==> config.mk <==
export PLATFORM = sky130hd
export DESIGN_NAME = lms_filter_top
export DESIGN_NICKNAME = d
export VERILOG_FILES = /design/src/rtl/lms_pkg.sv /design/src/rtl/lms_ctrl.sv /design/src/rtl/tap_delay_line.sv /design/src/rtl/filter_error_unit.sv /design/src/rtl/adaptation_block.sv /design/src/rtl/lms_filter_top.sv
export SDC_FILE = /design/constraint.sdc
export NUM_CORES = 2
export LEC_CHECK = 0
export ABC_AREA = 1
export BUFFER_PORTS_ARGS = -buffer_cell sky130_fd_sc_hd__buf_2
export CAP_MARGIN = 20
export CORE_MARGIN = 10
export CORE_UTILIZATION = 70
export CTS_BUF_LIST = sky130_fd_sc_hd__clkbuf_16
export CTS_CLUSTER_SIZE = 10
export DETAILED_ROUTE_END_ITERATION = 10
export PLACE_DENSITY_LB_ADDON = 0.1
export SETUP_SLACK_MARGIN = 0.15
export SYNTH_ARGS = -nofsm -noshare
export SYNTH_HDL_FRONTEND = slang
export SYNTH_SLANG_ARGS = --single-unit
==> constraint.sdc <==
create_clock -name clk -period 21.5 [get_ports clk]
set_input_delay 4.3 -clock clk [delete_from_list [all_inputs] [get_ports clk]]
set_output_delay 4.3 -clock clk [all_outputs]
set_load 0.02 [all_outputs]
==> src/rtl/lms_pkg.sv <==
`default_nettype none

package lms_pkg;

  localparam int NUM_TAPS = 7;
  localparam int SAMPLE_W = 16;
  localparam int COEFF_W  = 17;
  localparam int MU_W     = 16;
  localparam int ACC_W    = 36;

  // q1.15 samples, q2.15 weights, q1.15 step size.
  typedef logic signed [SAMPLE_W-1:0] sample_t;
  typedef logic signed [COEFF_W-1:0]  coeff_t;
  typedef logic signed [MU_W-1:0]     mu_t;
  typedef logic signed [ACC_W-1:0]    acc_t;

  // 1..7 selects taps 0..6, 0 selects nothing.
  typedef logic [2:0] tap_sel_t;

  typedef struct packed {
    logic     shift_en;
    logic     mac_clr;
    logic     mac_en;
    logic     err_en;
    logic     prod1_en;
    logic     prod2_en;
    tap_sel_t sel;
  } lms_ctrl_t;

  typedef struct packed {
    sample_t y;
    sample_t e;
  } lms_out_t;

  typedef enum logic [2:0] {
    IDLE,
    SHIFT,
    FILTER,
    ERROR,
    SCALE,
    UPDATE_MUL,
    UPDATE_WR
  } ctrl_state_t;

endpackage

`default_nettype wire

==> src/rtl/lms_ctrl.sv <==
`timescale 1ns/1ps
`default_nettype none

module lms_ctrl
  import lms_pkg::*;
(
  input  logic      clk,
  input  logic      nrst,
  input  logic      sample_valid,
  output lms_ctrl_t ctrl,
  output logic      ready,
  output logic      out_valid
);

  ctrl_state_t state;
  ctrl_state_t state_nxt;
  tap_sel_t    cnt;
  tap_sel_t    cnt_nxt;
  logic        last_tap;

  assign last_tap = (cnt == tap_sel_t'(NUM_TAPS));

  always_ff @(posedge clk or negedge nrst) begin
    if (!nrst) begin
      state <= IDLE;
      cnt   <= '0;
    end else begin
      state <= state_nxt;
      cnt   <= cnt_nxt;
    end
  end

  always_comb begin
    state_nxt = state;
    cnt_nxt   = cnt;
    case (state)
      IDLE: begin
        if (sample_valid) begin
          state_nxt = SHIFT;
        end
      end
      SHIFT: begin
        state_nxt = FILTER;
        cnt_nxt   = tap_sel_t'(1);
      end
      FILTER: begin
        if (last_tap) begin
          state_nxt = ERROR;
          cnt_nxt   = '0;
        end else begin
          cnt_nxt = cnt + 1'b1;
        end
      end
      ERROR: begin
        state_nxt = SCALE;
      end
      SCALE: begin
        state_nxt = UPDATE_MUL;
        cnt_nxt   = tap_sel_t'(1);
      end
      UPDATE_MUL: begin
        state_nxt = UPDATE_WR;
      end
      UPDATE_WR: begin
        // two cycles per tap, the write lands while sel still points at it.
        if (last_tap) begin
          state_nxt = IDLE;
          cnt_nxt   = '0;
        end else begin
          state_nxt = UPDATE_MUL;
          cnt_nxt   = cnt + 1'b1;
        end
      end
      default: begin
        state_nxt = IDLE;
        cnt_nxt   = '0;
      end
    endcase
  end

  always_comb begin
    ctrl.shift_en = (state == SHIFT);
    ctrl.mac_clr  = (state == SHIFT);
    ctrl.mac_en   = (state == FILTER);
    ctrl.err_en   = (state == ERROR);
    ctrl.prod1_en = (state == SCALE);
    ctrl.prod2_en = (state == UPDATE_MUL);
    // counter is zero outside the tap phases.
    ctrl.sel      = cnt;
  end

  assign ready     = (state == IDLE);
  assign out_valid = (state == SCALE);

endmodule

`default_nettype wire

==> src/rtl/tap_delay_line.sv <==
`timescale 1ns/1ps
`default_nettype none

module tap_delay_line
  import lms_pkg::*;
(
  input  logic      clk,
  input  logic      nrst,
  input  lms_ctrl_t ctrl,
  input  sample_t   x_in,
  output sample_t   u
);

  sample_t taps [NUM_TAPS];

  // newest sample sits in tap 0.
  always_ff @(posedge clk or negedge nrst) begin
    if (!nrst) begin
      for (int i = 0; i < NUM_TAPS; i++) begin
        taps[i] <= '0;
      end
    end else if (ctrl.shift_en) begin
      taps[0] <= x_in;
      for (int i = 1; i < NUM_TAPS; i++) begin
        taps[i] <= taps[i-1];
      end
    end
  end

  always_comb begin
    if (ctrl.sel == '0) begin
      u = '0;
    end else begin
      u = taps[ctrl.sel - 1'b1];
    end
  end

endmodule

`default_nettype wire

==> src/rtl/filter_error_unit.sv <==
`timescale 1ns/1ps
`default_nettype none

module filter_error_unit
  import lms_pkg::*;
(
  input  logic      clk,
  input  logic      nrst,
  input  lms_ctrl_t ctrl,
  input  sample_t   d_in,
  input  coeff_t    w,
  input  sample_t   u,
  output lms_out_t  result
);

  sample_t                d_reg;
  acc_t                   acc;
  acc_t                   acc_rnd;
  sample_t                y_sat;
  logic [SAMPLE_W:0]      diff;
  sample_t                e_sat;

  always_ff @(posedge clk) begin
    if (ctrl.shift_en) begin
      d_reg <= d_in;
    end
  end

  // q2.15 by q1.15 products sum into a q3.30 accumulator.
  always_ff @(posedge clk or negedge nrst) begin
    if (!nrst) begin
      acc <= '0;
    end else if (ctrl.mac_clr) begin
      acc <= '0;
    end else if (ctrl.mac_en) begin
      acc <= acc + w * u;
    end
  end

  always_comb begin
    // round half up, back to q1.15.
    acc_rnd = (acc + (acc_t'(1) <<< (SAMPLE_W - 2))) >>> (SAMPLE_W - 1);
    if (&acc_rnd[ACC_W-1:SAMPLE_W-1] || ~|acc_rnd[ACC_W-1:SAMPLE_W-1]) begin
      y_sat = acc_rnd[SAMPLE_W-1:0];
    end else if (acc_rnd[ACC_W-1]) begin
      y_sat = {1'b1, {(SAMPLE_W-1){1'b0}}};
    end else begin
      y_sat = {1'b0, {(SAMPLE_W-1){1'b1}}};
    end

    diff = {d_reg[SAMPLE_W-1], d_reg} - {y_sat[SAMPLE_W-1], y_sat};
    if (diff[SAMPLE_W] == diff[SAMPLE_W-1]) begin
      e_sat = diff[SAMPLE_W-1:0];
    end else if (diff[SAMPLE_W]) begin
      e_sat = {1'b1, {(SAMPLE_W-1){1'b0}}};
    end else begin
      e_sat = {1'b0, {(SAMPLE_W-1){1'b1}}};
    end
  end

  // held until the next sample reaches the error phase.
  always_ff @(posedge clk or negedge nrst) begin
    if (!nrst) begin
      result <= '0;
    end else if (ctrl.err_en) begin
      result.y <= y_sat;
      result.e <= e_sat;
    end
  end

endmodule

`default_nettype wire

==> src/rtl/adaptation_block.sv <==
`timescale 1ns/1ps
`default_nettype none

module adaptation_block
  import lms_pkg::*;
(
  input  logic      clk,
  input  logic      nrst,
  input  lms_ctrl_t ctrl,
  input  mu_t       mu,
  input  sample_t   u,
  input  sample_t   e,
  output coeff_t    w_mux
);

  coeff_t                          w [NUM_TAPS];
  coeff_t                          w_mux_del;
  coeff_t                          w_new;
  logic                            w_load_en;

  logic signed [SAMPLE_W+MU_W-1:0] prod_e_mu;
  logic [SAMPLE_W+1:0]             prod_e_mu_round;
  sample_t                         prod_e_mu_conv;

  logic signed [2*SAMPLE_W-1:0]    prod_e_mu_u;
  logic [COEFF_W:0]                prod_e_mu_u_round;
  coeff_t                          prod_e_mu_u_conv;

  // load enable trails prod2_en by one cycle, sel is still on the same tap.
  always_ff @(posedge clk or negedge nrst) begin
    if (!nrst) begin
      w_load_en <= 1'b0;
    end else begin
      w_load_en <= ctrl.prod2_en;
    end
  end

  always_ff @(posedge clk) begin
    w_mux_del <= w_mux;
  end

  always_ff @(posedge clk or negedge nrst) begin
    if (!nrst) begin
      for (int i = 0; i < NUM_TAPS; i++) begin
        w[i] <= '0;
      end
    end else if (w_load_en && ctrl.sel != '0) begin
      w[ctrl.sel - 1'b1] <= w_new;
    end
  end

  assign w_mux = (ctrl.sel == '0) ? '0 : w[ctrl.sel - 1'b1];

  always_ff @(posedge clk or negedge nrst) begin
    if (!nrst) begin
      prod_e_mu   <= '0;
      prod_e_mu_u <= '0;
    end else begin
      if (ctrl.prod1_en) begin
        prod_e_mu <= e * mu;
      end
      if (ctrl.prod2_en) begin
        prod_e_mu_u <= u * prod_e_mu_conv;
      end
    end
  end

  // mu*e back to q1.15, clipped when the top two bits disagree.
  assign prod_e_mu_round = prod_e_mu[SAMPLE_W+MU_W-1 -: SAMPLE_W+2] + 1'b1;

  always_comb begin
    case (prod_e_mu_round[SAMPLE_W+1 -: 2])
      2'b10:   prod_e_mu_conv = {1'b1, {(SAMPLE_W-1){1'b0}}};
      2'b01:   prod_e_mu_conv = {1'b0, {(SAMPLE_W-1){1'b1}}};
      default: prod_e_mu_conv = prod_e_mu_round[SAMPLE_W:1];
    endcase
  end

  // q2.15 step, rounded half up, no saturation.
  assign prod_e_mu_u_round = prod_e_mu_u[2*SAMPLE_W-1 -: COEFF_W+1] + 1'b1;
  assign prod_e_mu_u_conv  = prod_e_mu_u_round[COEFF_W:1];

  assign w_new = w_mux_del + prod_e_mu_u_conv;

endmodule

`default_nettype wire

==> src/rtl/lms_filter_top.sv <==
`timescale 1ns/1ps
`default_nettype none

module lms_filter_top
  import lms_pkg::*;
(
  input  logic     clk,
  input  logic     nrst,
  input  logic     sample_valid,
  input  sample_t  x_in,
  input  sample_t  d_in,
  input  mu_t      mu,
  output logic     ready,
  output logic     out_valid,
  output lms_out_t result
);

  lms_ctrl_t ctrl;
  sample_t   u;
  coeff_t    w_mux;

  lms_ctrl u_ctrl (
    .clk          (clk),
    .nrst         (nrst),
    .sample_valid (sample_valid),
    .ctrl         (ctrl),
    .ready        (ready),
    .out_valid    (out_valid)
  );

  tap_delay_line u_taps (
    .clk  (clk),
    .nrst (nrst),
    .ctrl (ctrl),
    .x_in (x_in),
    .u    (u)
  );

  filter_error_unit u_fe (
    .clk    (clk),
    .nrst   (nrst),
    .ctrl   (ctrl),
    .d_in   (d_in),
    .w      (w_mux),
    .u      (u),
    .result (result)
  );

  // error feeds back from the registered output.
  adaptation_block u_adapt (
    .clk   (clk),
    .nrst  (nrst),
    .ctrl  (ctrl),
    .mu    (mu),
    .u     (u),
    .e     (result.e),
    .w_mux (w_mux)
  );

endmodule

`default_nettype wire

-- Yosys cells after proc, flatten, opt, wreduce, memory -nomap -nowiden
Cells that the tools add are included.
- reductions and logical operators: 14
- add/subtract/negate cells: 8
- bitwise operators: 1
- $mul: 3
- magnitude comparators: 2
- equality and inequality tests: 12
- mux-type cells: 24
- operators by type and width (operator ; number):
    bitwise mux 119 bit ; 1
    2-to-1 mux 16 bit ; 7
    2-to-1 mux 36 bit ; 2
    2-to-1 mux 17 bit ; 4
    multiplier 16 x 16 -> 32 bit ; 2
    binary-select mux 17 bit (select 3 bit) ; 1
    demux 17 bit (select 3 bit) ; 1
    binary-select mux 16 bit (select 3 bit) ; 1
    adder 18 x 1 -> 18 bit, second input constant ; 2
    adder 36 x 16 -> 36 bit, second input constant ; 1
    adder 36 bit ; 1
    multiplier 17 x 16 -> 33 bit ; 1
    case mux 16 bit (2 select lines) ; 1
    case mux 3 bit (7 select lines) ; 1
    adder 17 bit ; 1
    subtractor 16 x 16 -> 17 bit ; 1
    equality test 3 bit, second input constant ; 4
    2-to-1 mux 3 bit ; 4
    case mux 3 bit (3 select lines) ; 1
    equality test 3 x 2 -> 1 bit, second input constant ; 2
    zero test 3 bit ; 2
    AND reduction 6 bit ; 1
    OR reduction 6 bit ; 1
    >= comparator 4 bit, second input constant ; 1
    other kinds (18) ; 20
- bits of input ports: 51
- output and inout port bits: 34
- word-level logic and storage cells: 88
- register bits after elaboration: 403

-- Longest topological paths before layout
- depth in word-level cells: 10
- mapped depth: 53
- gate-level depth less buffers: 47

-- Hierarchy
Synthesis repeated with hierarchy kept, for this count alone.
- cell total of the unflattened synthesis: 6770
- area, all modules: 51997.4 um^2
- by module, submodules not included (module ; times used ; cells each ; sequential area each (um^2) ; area an instance (um^2)):
    adaptation_block ; 1 ; 3555 ; 4244.1 ; 28357.2
    filter_error_unit ; 1 ; 2402 ; 2182.1 ; 17670.7
    tap_delay_line ; 1 ; 762 ; 2802.7 ; 5596.6
    lms_ctrl ; 1 ; 51 ; 150.1 ; 372.9

-- Least setup slack after synthesis
No wires, ideal clock.
- path type: in2reg
- start: in mu[1]
- end: reg u_adapt.prod_e_mu[26]
- path buffers: 2
- library setup time: 143 ps
- data required time: 21357 ps
- stages: 26
- setup slack: 11824 ps
- arrival time: 9533 ps
- cells stage by stage: clkbuf_1 clkbuf_1 nand2_1 fa_1 inv_1 fa_1 inv_1 fa_1 inv_1 fa_1 inv_1 fa_1 inv_1 fa_1 ha_1 inv_1 o21ai_0 inv_1 nor2_1 nor2_1 o21ai_0 a221oi_1 nand2_1 or2_2 nand3_1 o21ai_0
- cells in the longest elaborated chain, start to end: 1
- ends and longest elaborated chain (element ; RTL line ; source):
    start: declaration ; lms_filter_top.sv:12 ; input mu_t mu,
    multiplier 16 x 16 -> 32 bit ; adaptation_block.sv:60 ; prod_e_mu <= e * mu;
    end signal: assignment ; adaptation_block.sv:60 ;
    end: declaration ; adaptation_block.sv:21 ; logic signed [SAMPLE_W+MU_W-1:0] prod_e_mu;
Every way passes these cells.
A chain may end at the register's enable or synchronous reset.

-- Final worst setup path
- start: reg u_ctrl.cnt[0]
- end: reg u_fe.acc[35]
- cells in the longest elaborated chain, start to end: 10
- elaborated cells on any way between the ends: 15
- those cells by class: add/sub: 2; mul: 1; mux: 10; bitwise: 1; reduce/logical: 1
- ends and longest elaborated chain (element ; RTL line ; source):
    start: declaration ; lms_ctrl.sv:17 ; tap_sel_t cnt;
    start signal: assignment ; lms_ctrl.sv:29 ; cnt <= cnt_nxt;
    subtractor 3 x 1 -> 3 bit ; tap_delay_line.sv:34, adaptation_block.sv:52 ;
    inverter 3 -> 4 bit (not written as such) ; tap_delay_line.sv:34, adaptation_block.sv:52 ;
    binary-select mux 17 bit (select 3 bit) or binary-select mux 16 bit (select 3 bit) (tied branches) ; adaptation_block.sv:52, tap_delay_line.sv:34 ;
    2-to-1 mux 17 bit (not written as such) or 2-to-1 mux 16 bit (tied branches) (2 in series) ; adaptation_block.sv:52, tap_delay_line.sv:34 ;
    2-to-1 mux 17 bit or 2-to-1 mux 16 bit (tied branches) ; adaptation_block.sv:52, tap_delay_line.sv:31 ;
    multiplier 17 x 16 -> 33 bit * ; filter_error_unit.sv:36 ; acc <= acc + w * u;
    adder 36 bit * ; filter_error_unit.sv:36 ;
    2-to-1 mux 36 bit * ; filter_error_unit.sv:35 ; end else if (ctrl.mac_en) begin
    2-to-1 mux 36 bit * ; filter_error_unit.sv:33 ; end else if (ctrl.mac_clr) begin
    end signal: assignment ; filter_error_unit.sv:36 ;
    end: declaration ; filter_error_unit.sv:17 ; acc_t acc;
Every way passes the cells marked *; elsewhere a longest branch is shown, timed or not. The select of a mux whose other input is x is not followed.

==> results.toml <==
[layout]
largest_reg_flops = 119
final_nets = 7439
fin_util_pct = 73.8
stdcell_count = 7245
top_regs = "u_adapt.w (119), u_taps.taps (112), u_fe.acc (36)"
layout-drive-gt1-share_pct = 4.69
largest-register = "u_adapt.w"
area_growth_pct = 4.58
fillers = 5530

[timing]
finalCritPeriodShare_pct = 53.9
finClkSkew_ns = 0.0684
finalSetupViolCount = 0
slew_violations = 0
rsz0062_at_grt = "false"
fin_setup_tns_ns = 0
period_needed_ns = 11.58
worst_pin_slew_ns = 1.08
hold_ws_ns = 0.471
hold_violations = 0
relSlewSlack_pct = 27.9
max_clock_freq_ghz = 0.0864

[worst_setup_path]
critPathTopFamily = "adder cells"
critical_path_class = "reg -> reg"
crit_path_max_fanout = 63
cp-end-kind = "flip-flop"
cpMostUsedCell = "inv_1"
crit_path_start_kind = "flip-flop"
cp_slowest_cell = "inv_1"
critPathRequiredTime_ns = 21.98
crit_buf_inv = 14
max_stage_delay_ns = 0.64
crit_arrival_ns = 12.06

[yosys]
seq_area_frac_synth_pct = 18.6
synth_top_area_share_pct = 31.8
synthesis.nets = 7498
syn_avg_cell_area_um2 = 7.97
synth_cell_types = 63
syn_area_mm2 = 0.0505
synthArstFlopShare_pct = 91.2
synth_edf_count = 16
synth.area.top_cells = "fa_1 32%, dfrtp_1 17%, nand2_1 12%, inv_1 9.6%, ha_1 7.9%"
synth_cells = 6328
synth-seq-cells = 375
synth-main-ff-cell = "dfrtp_1"
yosysTopAreaCell = "fa_1"
synth_warnings = 0

[clock_tree]
cts_setup_buffers = 0
numCtsBuffers = 46
clkTransAtPathRegs_ns = 0.06
ctsResizeCount = 0
cts_buffer_depth = 3
htreeDepth = 2
cts.sinks = 375
cts_tree = "built"
insertion_delay_ns = 0.63
root_buffer = "clkbuf_16"
hold_buffers = 0

[global_routing]
grt.total_usage_pct = 35.3
grt_pass1_vias = 43867
grt_overflow = 0
antenna_found_initial = 1
grt_pass1_wl_um = 231000
grt_max_degree = 175

[placement]
port_buffers = 84
place.gp.congestion = 0.983
dp_hpwl_um = 114000
dp_cells = 7170

[die]
die-width_um = 288
start_util_pct = 70.6
num_rows = 98
core-area_mm2 = 0.0715
die_area_mm2 = 0.0832
die-height_um = 288
num_io_pins = 85

[route]
final_antenna_net_count = 0
post_drt_wl_per_cell_um = 19.7
drc = 0
drt_iter0_drc = 4323
drt_first_pass_iters = 7
totalWireLength_um = 143000
via_count = 42020
vias_per_cell = 5.80

[worst_hold_path]
worstHoldPathType = "reg -> reg"

[status]
status = "finished, final reports clean"

[job]
drv_cap = 0
-- layout by cell type (no fill, tap or decap), types with 6 or more instances in the layout --
cell	instances
or2_2	30
o21ai_1	14
dfrtp_1	341
inv_1	1312
buf_4	31
nor4_1	13
clkinv_1	6
nand3_2	6
a31oi_1	32
o22ai_1	18
clkbuf_16	46
o211ai_1	7
o21ai_0	358
ha_1	318
fa_1	801
o21bai_1	13
a21o_1	16
dfxtp_1	17
nand2_2	24
a221oi_1	13
a21boi_0	6
nor2_2	19
nand4_1	24
inv_2	25
nand2_1	1591
nor2_1	451
o31ai_1	7
buf_2	83
edfxtp_1	16
a2111o_1	14
a21oi_1	245
nor3_1	39
xnor2_1	53
xor2_1	76
nand3_1	163
nand3b_1	6
-- worst min-delay path: cells and delay by family (launching register included) --
kind | cells | cell delay (ns)
flops | 1 | 0.34
simple gates | 2 | 0.10
-- through the flow --
step                      instance area (µm²)  setup WS, ns
after global placement                  51300         10.36
after global routing                    52800          9.27
final                                   52800          9.92
after floorplan                         50500         11.82
after detailed placement                51300         10.06
after CTS                               52700          9.99
-- per-layer routing --
| layer | vias up | GRT usage [%] | routed length [µm] |
|---|---|---|---|
| li1 | 19025 | - | - |
| met1 | 20416 | 44.9 | 53800 |
| met2 | 2123 | 57.3 | 67200 |
| met3 | 456 | 7.68 | 14100 |
| met4 | 0 | 16.3 | 7740 |
| met5 | - | 0 | 0 |
-- worst paths after layout --
check | startpoint | endpoint | slack [ns] | cells after the start
setup reg to reg | u_ctrl.cnt[0] | u_fe.acc[35] | 9.92 | 41
hold / removal | u_adapt.w[70] | u_adapt.w[70] | 0.47 | 2
max in group asynchronous | nrst | u_taps.taps[34] | 15.45 | 3
setup / recovery | u_ctrl.cnt[0] | u_fe.acc[35] | 9.92 | 41
hold reg to reg | u_adapt.w[70] | u_adapt.w[70] | 0.47 | 2
min in group asynchronous | nrst | u_fe.result[6] | 3.75 | 1
-- synth_stat cells (6+ instances only) --
master,n
a2111o_1,14
a21boi_0,6
a21o_1,16
a21oi_1,245
a221oi_1,13
a31oi_1,32
buf_1,6
buf_2,62
buf_4,13
clkbuf_1,139
dfrtp_1,342
dfxtp_1,17
edfxtp_1,16
fa_1,801
ha_1,318
inv_1,1297
inv_2,24
nand2_1,1591
nand2_2,24
nand3_1,163
nand3_2,6
nand3b_1,6
nand4_1,24
nor2_1,455
nor2_2,16
nor3_1,40
nor4_1,13
o211ai_1,7
o21ai_0,358
o21ai_1,14
o21bai_1,13
o22ai_1,18
o31ai_1,7
or2_2,30
xnor2_1,53
xor2_1,76
-- cell families (layout without fill, tap and decap cells) --
logic type | count (synthesis) | count (layout) | share of synthesized area [%]
xor+xnor | 130 | 130 | 2.27
compound gates | 772 | 772 | 8.53
buf+inv | 1550 | 1516 | 11.9
fa+ha+maj | 1119 | 1119 | 39.7
other cells | 0 | 1 | 0
flops | 375 | 375 | 18.6
simple gates | 2382 | 2382 | 19.1
-- cell type report --
type	count	area [µm²]	area share (%)
Antenna cell	1	2.50	0.00474
Inverter	1326	4980	9.43
Tap cell	950	1190	2.25
Multi-Input combinational cell	4403	35100	66.5
Clock buffer	46	1150	2.18
Timing Repair Buffer	117	711	1.35
Sequential cell	375	9380	17.8
Clock inverter	27	241	0.458
Power is not shown: default switching activity piles up to over one toggle a cycle in this logic, so the estimate is an artifact.
